**src/design/frame_field_pkg.sv**
```systemverilog
// Field block limits, field value types and the cutter state encoding

package frame_field_pkg;

   // --------------------------------------------------
   // Field block limits
   // --------------------------------------------------

   // Largest field block a cutter can consume
   localparam int field_len_max = 128;

   // Byte position inside a field block, 0 to 127
   typedef logic [6:0] field_index_t;

   // --------------------------------------------------
   // Frame header layout
   // --------------------------------------------------

   // Type byte followed by a big-endian two byte length
   localparam int header_len = 3;

   typedef logic [7:0]  frame_type_t;
   typedef logic [15:0] frame_length_t;

   // --------------------------------------------------
   // Cutter FSM
   // --------------------------------------------------

   // st_field doubles as the frame start state
   typedef enum logic [1:0] {
      st_field,
      st_pass,
      st_bypass,
      st_drop
   } cutter_state_t;

endpackage

```
**src/design/frame_stream_pkg.sv**
```systemverilog
// Stream beat width default, beat data type and in-frame byte counter type

package frame_stream_pkg;

   // --------------------------------------------------
   // Beat width
   // --------------------------------------------------

   // Default beat width in bits, one byte per beat
   localparam int dsize_default = 8;

   // --------------------------------------------------
   // Beat level types
   // --------------------------------------------------

   // One stream beat at the default width
   // Parameterized modules size their data ports from DSIZE instead
   typedef logic [dsize_default-1:0] beat_t;

   // Byte count within a frame, covers up to 256 bytes
   typedef logic [7:0] beat_count_t;

endpackage
```
**src/design/frame_parse_top.sv**
```systemverilog
// Frame parser top: header parser chained into the key parser
`timescale 1ns/1ps

module frame_parse_top #(
   parameter int DSIZE   = frame_stream_pkg::dsize_default,
   parameter int KEY_LEN = 20
) (
   input  logic                           aclk,
   input  logic                           rst,
   input  logic                           hdr_enable,
   input  logic                           key_enable,

   // Frame input
   input  logic [DSIZE-1:0]               in_data,
   input  logic                           in_valid,
   input  logic                           in_last,
   output logic                           in_ready,

   // Payload after both field blocks
   output logic [DSIZE-1:0]               out_data,
   output logic                           out_valid,
   output logic                           out_last,
   input  logic                           out_ready,

   // Header fields
   output frame_field_pkg::frame_type_t   frame_type,
   output frame_field_pkg::frame_length_t frame_length,
   output logic                           header_valid,

   // Key field
   output logic [KEY_LEN*DSIZE-1:0]       key_value,
   output logic                           key_valid,

   // Frames that ended inside a field block
   output logic                           hdr_short,
   output logic                           key_short
);

   // --------------------------------------------------
   // Header to key stream
   // --------------------------------------------------

   logic [DSIZE-1:0] mid_data;
   logic             mid_valid;
   logic             mid_last;
   logic             mid_ready;

   header_field_parser #(
      .DSIZE (DSIZE)
   ) u_header (
      .aclk         (aclk),
      .rst          (rst),
      .enable       (hdr_enable),
      .in_data      (in_data),
      .in_valid     (in_valid),
      .in_last      (in_last),
      .in_ready     (in_ready),
      .out_data     (mid_data),
      .out_valid    (mid_valid),
      .out_last     (mid_last),
      .out_ready    (mid_ready),
      .frame_type   (frame_type),
      .frame_length (frame_length),
      .field_valid  (header_valid),
      .short_frame  (hdr_short)
   );

   // Key follows the header, or starts at byte 0 when the header is bypassed
   big_field_parser #(
      .DSIZE     (DSIZE),
      .FIELD_LEN (KEY_LEN)
   ) u_key (
      .aclk        (aclk),
      .rst         (rst),
      .enable      (key_enable),
      .in_data     (mid_data),
      .in_valid    (mid_valid),
      .in_last     (mid_last),
      .in_ready    (mid_ready),
      .out_data    (out_data),
      .out_valid   (out_valid),
      .out_last    (out_last),
      .out_ready   (out_ready),
      .value       (key_value),
      .field_valid (key_valid),
      .short_frame (key_short)
   );

endmodule

```
**src/design/big_field_parser.sv**
```systemverilog
// Wide field parser: cuts a multi-byte key and assembles it left-justified into one value
`timescale 1ns/1ps

module big_field_parser #(
   parameter int DSIZE     = frame_stream_pkg::dsize_default,
   parameter int FIELD_LEN = frame_field_pkg::field_len_max
) (
   input  logic                         aclk,
   input  logic                         rst,
   input  logic                         enable,
   input  logic [DSIZE-1:0]             in_data,
   input  logic                         in_valid,
   input  logic                         in_last,
   output logic                         in_ready,
   output logic [DSIZE-1:0]             out_data,
   output logic                         out_valid,
   output logic                         out_last,
   input  logic                         out_ready,
   output logic [FIELD_LEN*DSIZE-1:0]   value,
   output logic                         field_valid,
   output logic                         short_frame
);

   import frame_field_pkg::*;

   field_index_t byte_index;
   logic         byte_strobe;
   logic         field_done;

   // Key under assembly, the published value is untouched until it completes
   logic [FIELD_LEN*DSIZE-1:0] shadow;

   field_table_cutter #(
      .DSIZE       (DSIZE),
      .FIELD_BYTES (FIELD_LEN)
   ) u_cutter (
      .aclk        (aclk),
      .rst         (rst),
      .enable      (enable),
      .in_data     (in_data),
      .in_valid    (in_valid),
      .in_last     (in_last),
      .in_ready    (in_ready),
      .out_data    (out_data),
      .out_valid   (out_valid),
      .out_last    (out_last),
      .out_ready   (out_ready),
      .byte_strobe (byte_strobe),
      .byte_index  (byte_index),
      .field_done  (field_done),
      .short_frame (short_frame)
   );

   // --------------------------------------------------
   // Byte slot writes
   // --------------------------------------------------

   // First key byte goes to the top slot, later bytes fill downward
   always_ff @(posedge aclk) begin
      if (byte_strobe) begin
         shadow[DSIZE*(FIELD_LEN - 1 - int'(byte_index)) +: DSIZE] <= in_data;
      end
      if (field_done) begin
         value <= shadow;
      end
   end

   always_ff @(posedge aclk) begin
      if (rst) begin
         field_valid <= 1'b0;
      end else begin
         field_valid <= field_done;
      end
   end

endmodule

```
**src/design/header_field_parser.sv**
```systemverilog
// Header parser: cuts type and length bytes and publishes them after the block completes
`timescale 1ns/1ps

module header_field_parser #(
   parameter int DSIZE = frame_stream_pkg::dsize_default
) (
   input  logic                           aclk,
   input  logic                           rst,
   input  logic                           enable,
   input  logic [DSIZE-1:0]               in_data,
   input  logic                           in_valid,
   input  logic                           in_last,
   output logic                           in_ready,
   output logic [DSIZE-1:0]               out_data,
   output logic                           out_valid,
   output logic                           out_last,
   input  logic                           out_ready,
   output frame_field_pkg::frame_type_t   frame_type,
   output frame_field_pkg::frame_length_t frame_length,
   output logic                           field_valid,
   output logic                           short_frame
);

   import frame_field_pkg::*;

   field_index_t byte_index;
   logic         byte_strobe;
   logic         field_done;

   // Shadow copies, published only once all header bytes are in
   frame_type_t  type_sh;
   frame_type_t  len_hi_sh;
   frame_type_t  len_lo_sh;

   field_table_cutter #(
      .DSIZE       (DSIZE),
      .FIELD_BYTES (header_len)
   ) u_cutter (
      .aclk        (aclk),
      .rst         (rst),
      .enable      (enable),
      .in_data     (in_data),
      .in_valid    (in_valid),
      .in_last     (in_last),
      .in_ready    (in_ready),
      .out_data    (out_data),
      .out_valid   (out_valid),
      .out_last    (out_last),
      .out_ready   (out_ready),
      .byte_strobe (byte_strobe),
      .byte_index  (byte_index),
      .field_done  (field_done),
      .short_frame (short_frame)
   );

   // Byte 0 type, bytes 1 and 2 big-endian length
   always_ff @(posedge aclk) begin
      if (byte_strobe) begin
         case (byte_index)
            field_index_t'(0): type_sh   <= frame_type_t'(in_data);
            field_index_t'(1): len_hi_sh <= frame_type_t'(in_data);
            default:           len_lo_sh <= frame_type_t'(in_data);
         endcase
      end
      if (field_done) begin
         frame_type   <= type_sh;
         frame_length <= frame_length_t'({len_hi_sh, len_lo_sh});
      end
   end

   always_ff @(posedge aclk) begin
      if (rst) begin
         field_valid <= 1'b0;
      end else begin
         field_valid <= field_done;
      end
   end

endmodule

```
**src/design/field_table_cutter.sv**
```systemverilog
// Field cutter FSM: consumes leading field bytes, strobes them, forwards the remainder
`timescale 1ns/1ps

module field_table_cutter #(
   parameter int DSIZE       = frame_stream_pkg::dsize_default,
   parameter int FIELD_BYTES = frame_field_pkg::header_len
) (
   input  logic                          aclk,
   input  logic                          rst,
   input  logic                          enable,
   // Upstream side
   input  logic [DSIZE-1:0]              in_data,
   input  logic                          in_valid,
   input  logic                          in_last,
   output logic                          in_ready,
   // Downstream side
   output logic [DSIZE-1:0]              out_data,
   output logic                          out_valid,
   output logic                          out_last,
   input  logic                          out_ready,
   // Field byte taps
   output logic                          byte_strobe,
   output frame_field_pkg::field_index_t byte_index,
   output logic                          field_done,
   output logic                          short_frame
);

   import frame_stream_pkg::*;
   import frame_field_pkg::*;

   // Index of the final byte of the field block
   localparam beat_count_t LAST_IDX = beat_count_t'(FIELD_BYTES - 1);

   cutter_state_t state;
   beat_count_t   cnt;

   logic frame_start;
   logic field_phase;
   logic pass_phase;
   logic xfer;
   logic at_last_field;

   // --------------------------------------------------
   // Phase decode
   // --------------------------------------------------

   // Counter is only zero in st_field before the first beat
   assign frame_start   = (state == st_field) && (cnt == '0);

   // Enable only matters on the first beat of a frame
   assign field_phase   = (state == st_field) && (!frame_start || enable);

   // A disabled frame passes from its very first beat
   assign pass_phase    = (state == st_pass) || (state == st_bypass) ||
                          (frame_start && !enable);

   assign at_last_field = (cnt == LAST_IDX);

   // Field bytes are sunk here, so out_ready has no say in that phase
   always_comb begin
      if (field_phase) begin
         in_ready = 1'b1;
      end else if (pass_phase) begin
         in_ready = out_ready;
      end else begin
         in_ready = 1'b0;
      end
   end

   assign xfer = in_valid && in_ready;

   // --------------------------------------------------
   // Zero latency forward path
   // --------------------------------------------------

   assign out_valid = pass_phase && in_valid;
   assign out_data  = in_data;
   assign out_last  = in_last;

   // Field byte tap, same cycle as acceptance
   assign byte_strobe = field_phase && in_valid;
   assign byte_index  = cnt[$bits(field_index_t)-1:0];

   // Held for exactly the one cycle spent in st_drop
   assign short_frame = (state == st_drop);

   // --------------------------------------------------
   // FSM and byte counter
   // --------------------------------------------------

   always_ff @(posedge aclk) begin
      if (rst) begin
         state      <= st_field;
         cnt        <= '0;
         field_done <= 1'b0;
      end else begin
         field_done <= xfer && field_phase && at_last_field;

         case (state)
            st_field: begin
               if (xfer) begin
                  if (!field_phase) begin
                     // Disabled frame, single beat frames stay put
                     if (!in_last) begin
                        state <= st_bypass;
                     end
                  end else if (at_last_field) begin
                     cnt <= '0;
                     // A frame may end on its final field byte
                     if (!in_last) begin
                        state <= st_pass;
                     end
                  end else if (in_last) begin
                     // Frame ended inside the field block
                     cnt   <= '0;
                     state <= st_drop;
                  end else begin
                     cnt <= beat_count_t'(cnt + 1'b1);
                  end
               end
            end

            st_pass, st_bypass: begin
               if (xfer && in_last) begin
                  state <= st_field;
               end
            end

            st_drop: begin
               state <= st_field;
            end

            default: begin
               state <= st_field;
               cnt   <= '0;
            end
         endcase
      end
   end

endmodule

```
**config.mk**
```make
export PLATFORM = sky130hd
export DESIGN_NAME = frame_parse_top
export DESIGN_NICKNAME = d
export VERILOG_FILES = /design/src/design/frame_field_pkg.sv /design/src/design/frame_stream_pkg.sv /design/src/design/frame_parse_top.sv /design/src/design/big_field_parser.sv /design/src/design/header_field_parser.sv /design/src/design/field_table_cutter.sv
export SDC_FILE = /design/constraint.sdc
export NUM_CORES = 1
export LEC_CHECK = 0
export BUFFER_PORTS_ARGS = -buffer_cell sky130_fd_sc_hd__buf_2
export CAP_MARGIN = 5
export CORE_ASPECT_RATIO = 0.75
export CORE_MARGIN = 2
export CORE_UTILIZATION = 35
export CTS_CLUSTER_SIZE = 28
export DETAILED_ROUTE_END_ITERATION = 16
export PLACE_DENSITY_LB_ADDON = 0.1
export SLEW_MARGIN = 25
export SYNTH_ARGS = -nofsm -noshare
export SYNTH_HDL_FRONTEND = slang
export SYNTH_SLANG_ARGS = --single-unit
```
**constraint.sdc**
```tcl
create_clock -name aclk -period 3.95 [get_ports aclk]
set_input_delay 0.395 -clock aclk [delete_from_list [all_inputs] [get_ports aclk]]
set_output_delay 0.395 -clock aclk [all_outputs]
set_load 0.05 [all_outputs]
```
==> flow_results.org <==
** Run status
- The run finished with clean final reports.

** Logic synthesis
- Post-Synth Adder-Cell Area :: about 1.7%
- sky130_fd_sc_hd__edfxtp_1 takes more of the synthesized area than any other cell.
- Fraction of the mapped netlist area in compound gates :: 1.913%
- When the netlist entered floorplanning its net count stood at between 800 and 900.
- Most instantiated flip-flop cell in the synthesis netlist :: sky130_fd_sc_hd__edfxtp_1
- Averaged over all synthesized cells, the footprint is 16.44 um^2.
- Counting flops with a built-in enable in the synthesized netlist gives 368.
- Fraction of the mapped netlist area in simple logic gates :: 11.05%
- The netlist uses 57 different library cells.
- Dominant combinational cell family by area after synthesis :: simple AND/OR/NAND/NOR gates
- Number of cells produced by synthesis :: 855
- Portion of the post-synthesis area used by sequential elements :: between 80 and 90%
- Yosys attributes the largest share of cell area to sky130_fd_sc_hd__edfxtp_1, sky130_fd_sc_hd__nor2_1, sky130_fd_sc_hd__dfxtp_1.
- In this run, synthesis produced a sequential element count of 392.
- Summing every instance area after synthesis gives 0.01406 mm^2.
- Multiplexer share of the synthesized area :: 0%
- Synthesis warning total :: 0
- Counting flops with an async set or reset pin after synthesis yields a share of 0%.
- Area share of the largest cell type after synthesis :: 78.60%
- Area share of xor/xnor cells in the synthesized design :: roughly 1.5%

** STA
- At the pin with the least slew margin, the transition time is 0.8501 ns.
- Of the available clock period, the critical path in the final layout requires 89.85%.
- Largest clock skew in the final design :: 0.02360 ns
- Achievable Freq :: around 280 MHz
- RSZ-0062 raised after global routing :: no
- Fin crit period :: 3.549 ns
- Setup TNS Final :: 0 ns
- The number of hold-slack violations in the final timing report came to 0.
- Relative slew slack :: 43.12%
- Least setup slack across all paths after layout :: 0.4011 ns
- Max Slew Vio Count :: 0
- Setup violations remaining at the end of the flow were counted as 0.

** Finish
- The repair_antennas step left the layout with diodes totalling 0.
- Multi-input gate area in the final layout :: 0.002280 mm^2
- Most frequent cells in the layout :: sky130_fd_sc_hd__edfxtp_1, sky130_fd_sc_hd__buf_2, sky130_fd_sc_hd__nor2_1, sky130_fd_sc_hd__clkbuf_16, sky130_fd_sc_hd__nand2_1
- Fill cells in the final layout number 3,576.
- Most common cell after layout, fill and taps aside :: sky130_fd_sc_hd__edfxtp_1
- Sequential standard cell area :: about 0.012 mm^2
- Ratio of cells with drive above 1 in the final layout :: 27.87%
- Relative to the synthesized area, the layout overhead comes to 21.81%.
- In the final design database the tool counted 1,148 nets.

** Critical path
- The worst setup path is launched from a flop.
- Family with the most delay on the worst path :: simple AND/OR/NAND/NOR gates
- Along the worst path, the maximum fanout reaches 19.
- Number of buffers and inverters on the critical path :: 3
- The setup path with the least slack is of type reg2reg.
- Max incr delay on CP :: about 0.43 ns
- Worst setup EP type :: flop
- Required @ worst endpoint :: between 4 and 5 ns
- Data on the critical path arrives at its endpoint at 3.79 ns.
- Traced cell by cell, the critical path runs through inv_1, ha_1, xor2_1, nor3_4, nand2_1, ha_1, nor4b_1, nand2_1, nor4_1, nand4_2, buf_12, nor2_1, buf_4.
- Cell with the largest stage delay on the worst path :: sky130_fd_sc_hd__dfxtp_1

** Clock network
- For the worst-skew pair, the clock arrives at the later sink with an insertion delay of 0.54 ns.
- In this run the number of H-tree levels came out at 2.
- The longest clock path from root to sink contains 3 buffers.
- Clock transition time at the flip-flop clock pins of the worst setup and hold paths :: 0.06 ns
- Counting every sink on the clock net gives 392.
- Root Driver :: sky130_fd_sc_hd__clkbuf_16
- CTS tree :: yes
- Buffers inserted to repair hold after CTS numbered 0.
- CTS Buf Count :: 40

** Power
- In this run the power spent charging and discharging nets is 0.002192 W.
- The internal power of the cells totals 0.007038 W.
- Clock network power share :: between 30% and 40%
- Net switching is 23.75% of the power.
- Registers are responsible for 50.5% of the overall power.
- Maximum vdd drop :: 0.0002549 V
- Total power density per cell area :: 538.9 mW/mm^2
- For this design the static power due to leakage is 5.993 nW.
- Share of total power in combinational logic :: 9.9%

** Drt
- Detail-routed net length per standard cell :: 19.39 um
- Initial detailed-routing violation count :: around 570
- Detailed routing inserted a total of between 7,000 and 8,000 vias.
- Vias per cell :: 4.641
- In this run the remaining antenna-violating nets after routing total 0.
- After detailed routing, the number of remaining DRC violations is 0.
- The routed design has approximately 32 mm of wire.
- Number of optimization iterations in the first detailed-route pass :: 5

** Die
- Chip height :: 177.6 um
- Number of placed I/O pins :: 214
- Starting Density :: 35.53%
- Std-Cell Rows :: 63
- Die ar. :: around 0.042 mm^2
- In this run the standard cell core region covers 0.03957 mm^2.
- From left edge to right edge, the die measures 235.4 um.

** Run
- Maxcap violations :: 0

** Global routing
- Total Routing Usage GR :: 15.30%
- The first global-routing pass estimated 47.53 mm of wire.
- Global routing finished with a remaining overflow of 0.
- Antenna violations before repair :: 0
- The number of global-route vias before repair came to 7,527.
- Maximum number of pins on one net before global-route repair :: 94

** Placed design
- Buffers on Ports :: 213
- Worst slack at placement :: 0.2933 ns
- The wire-length estimate of the detail-placed layout is 21.04 mm.
- Global placer's final weighted congestion :: 0.7517

** Min path
- In this run the worst hold path is classified as in2reg.
-- routing by layer --
layer / vias up / track usage, % / wire length, um
met1: 3826 / 22.36 / 15770
met2: 194 / 23.15 / 14310
li1: 3647 / - / -
met4: 0 / 4.167 / 573
met3: 42 / 3.235 / 1549
met5: - / 0 / 0
-- flip-flops by register name (all words and copies together), names as in the netlist --
register and cells:
u_key.shadow 160, u_key.value 160, u_header.frame_length 16, u_header.frame_type 8, u_header.len_hi_sh 8, u_header.len_lo_sh 8, u_header.type_sh 8, u_header.u_cutter.cnt 8
u_key.u_cutter.cnt 8, u_header.u_cutter.state 2, u_key.u_cutter.state 2, u_header.field_valid 1, u_header.u_cutter.field_done 1, u_key.field_valid 1, u_key.u_cutter.field_done 1
-- area by class of cell --
type	instances	share of cell area [%]
Sequential cell	392	67.35
Multi-Input combinational cell	416	13.31
Timing Repair Buffer	248	7.905
Clock buffer	57	6.466
Tap cell	520	3.799
Clock inverter	12	0.8182
Inverter	16	0.3507
-- what timing repair did --
action,in CTS,in global routing
gates resized for setup,0,1
setup endpoints to repair,0,33
endpoints found under the hold margin,0,0
buffers inserted,0,0
-- metrics by stage --
| step | total power [W] | area (um^2) | util [%] | cells | hold WS (ns) |
|---|---|---|---|---|---|
| after floorplan | 0.005353 | 14060 | - | 855 | 0.4003 |
| after global placement | 0.005664 | 15870 | 40.11 | 1592 | 0.4010 |
| after detailed placement | 0.005668 | 15870 | 40.11 | 1592 | 0.4045 |
| after CTS | 0.009340 | 17120 | 43.27 | 1661 | 0.1048 |
| after global routing | 0.009605 | 17130 | 43.28 | 1661 | 0.1113 |
| final | 0.009229 | 17130 | 43.28 | 1661 | 0.1316 |
-- cells by family after synthesis --
group,after synthesis
flip-flops,392
XOR/XNOR,21
adder cells (fa/ha/maj),19
AND/OR/NAND/NOR,337
buffers and inverters,47
AO/OA/AOI/OAI,39
-- worst paths after layout --
kind | startpoint | endpoint | slack, ns | cells past startpoint
max reg2reg | u_key.u_cutter.cnt[3] | u_key.shadow[78] | 0.40 | 13
max | u_key.u_cutter.cnt[3] | u_key.shadow[78] | 0.40 | 13
min | in_data[2] | u_header.type_sh[2] | 0.13 | 1
min reg2reg | u_key.shadow[82] | u_key.value[82] | 0.41 | 0
-- worst reg2reg max path: stages (launching register included) --
cell and delay (ns):
sky130_fd_sc_hd__dfxtp_1 0.43, sky130_fd_sc_hd__inv_1 0.07, sky130_fd_sc_hd__ha_1 0.24, sky130_fd_sc_hd__xor2_1 0.19, sky130_fd_sc_hd__nor3_4 0.32, sky130_fd_sc_hd__nand2_1 0.11
sky130_fd_sc_hd__ha_1 0.30, sky130_fd_sc_hd__nor4b_1 0.34, sky130_fd_sc_hd__nand2_1 0.09, sky130_fd_sc_hd__nor4_1 0.28, sky130_fd_sc_hd__nand4_2 0.17, sky130_fd_sc_hd__buf_12 0.21
sky130_fd_sc_hd__nor2_1 0.30, sky130_fd_sc_hd__buf_4 0.22
-- synthesized netlist by cell type (4+ instances only) --
library cell	n
sky130_fd_sc_hd__o21ai_0	7
sky130_fd_sc_hd__nor4_1	4
sky130_fd_sc_hd__nand4_1	7
sky130_fd_sc_hd__clkbuf_1	7
sky130_fd_sc_hd__nor4bb_1	4
sky130_fd_sc_hd__xnor2_1	10
sky130_fd_sc_hd__nor4b_1	4
sky130_fd_sc_hd__xor2_1	9
sky130_fd_sc_hd__edfxtp_1	368
sky130_fd_sc_hd__nand2_1	39
sky130_fd_sc_hd__and3_1	7
sky130_fd_sc_hd__dfxtp_1	24
sky130_fd_sc_hd__nand2_2	8
sky130_fd_sc_hd__nor2_1	192
sky130_fd_sc_hd__nor3_1	15
sky130_fd_sc_hd__ha_1	19
sky130_fd_sc_hd__inv_1	16
sky130_fd_sc_hd__and2_1	9
sky130_fd_sc_hd__a21oi_1	11
sky130_fd_sc_hd__nor2b_1	4
sky130_fd_sc_hd__buf_4	18
sky130_fd_sc_hd__nand3_1	22
-- power groups by stage --
stage / registers (W) / logic [W] / clock network [W]
2_1_floorplan: 0.00473 / 0.000623 / 0
3_3_place_gp: 0.00474 / 0.000919 / 0
3_5_place_dp: 0.00475 / 0.000921 / 0
4_1_cts: 0.00466 / 0.000927 / 0.00376
5_1_grt: 0.00466 / 0.00102 / 0.00392
6_report: 0.00466 / 0.000918 / 0.00365
Power figures use the tool's default switching activity.
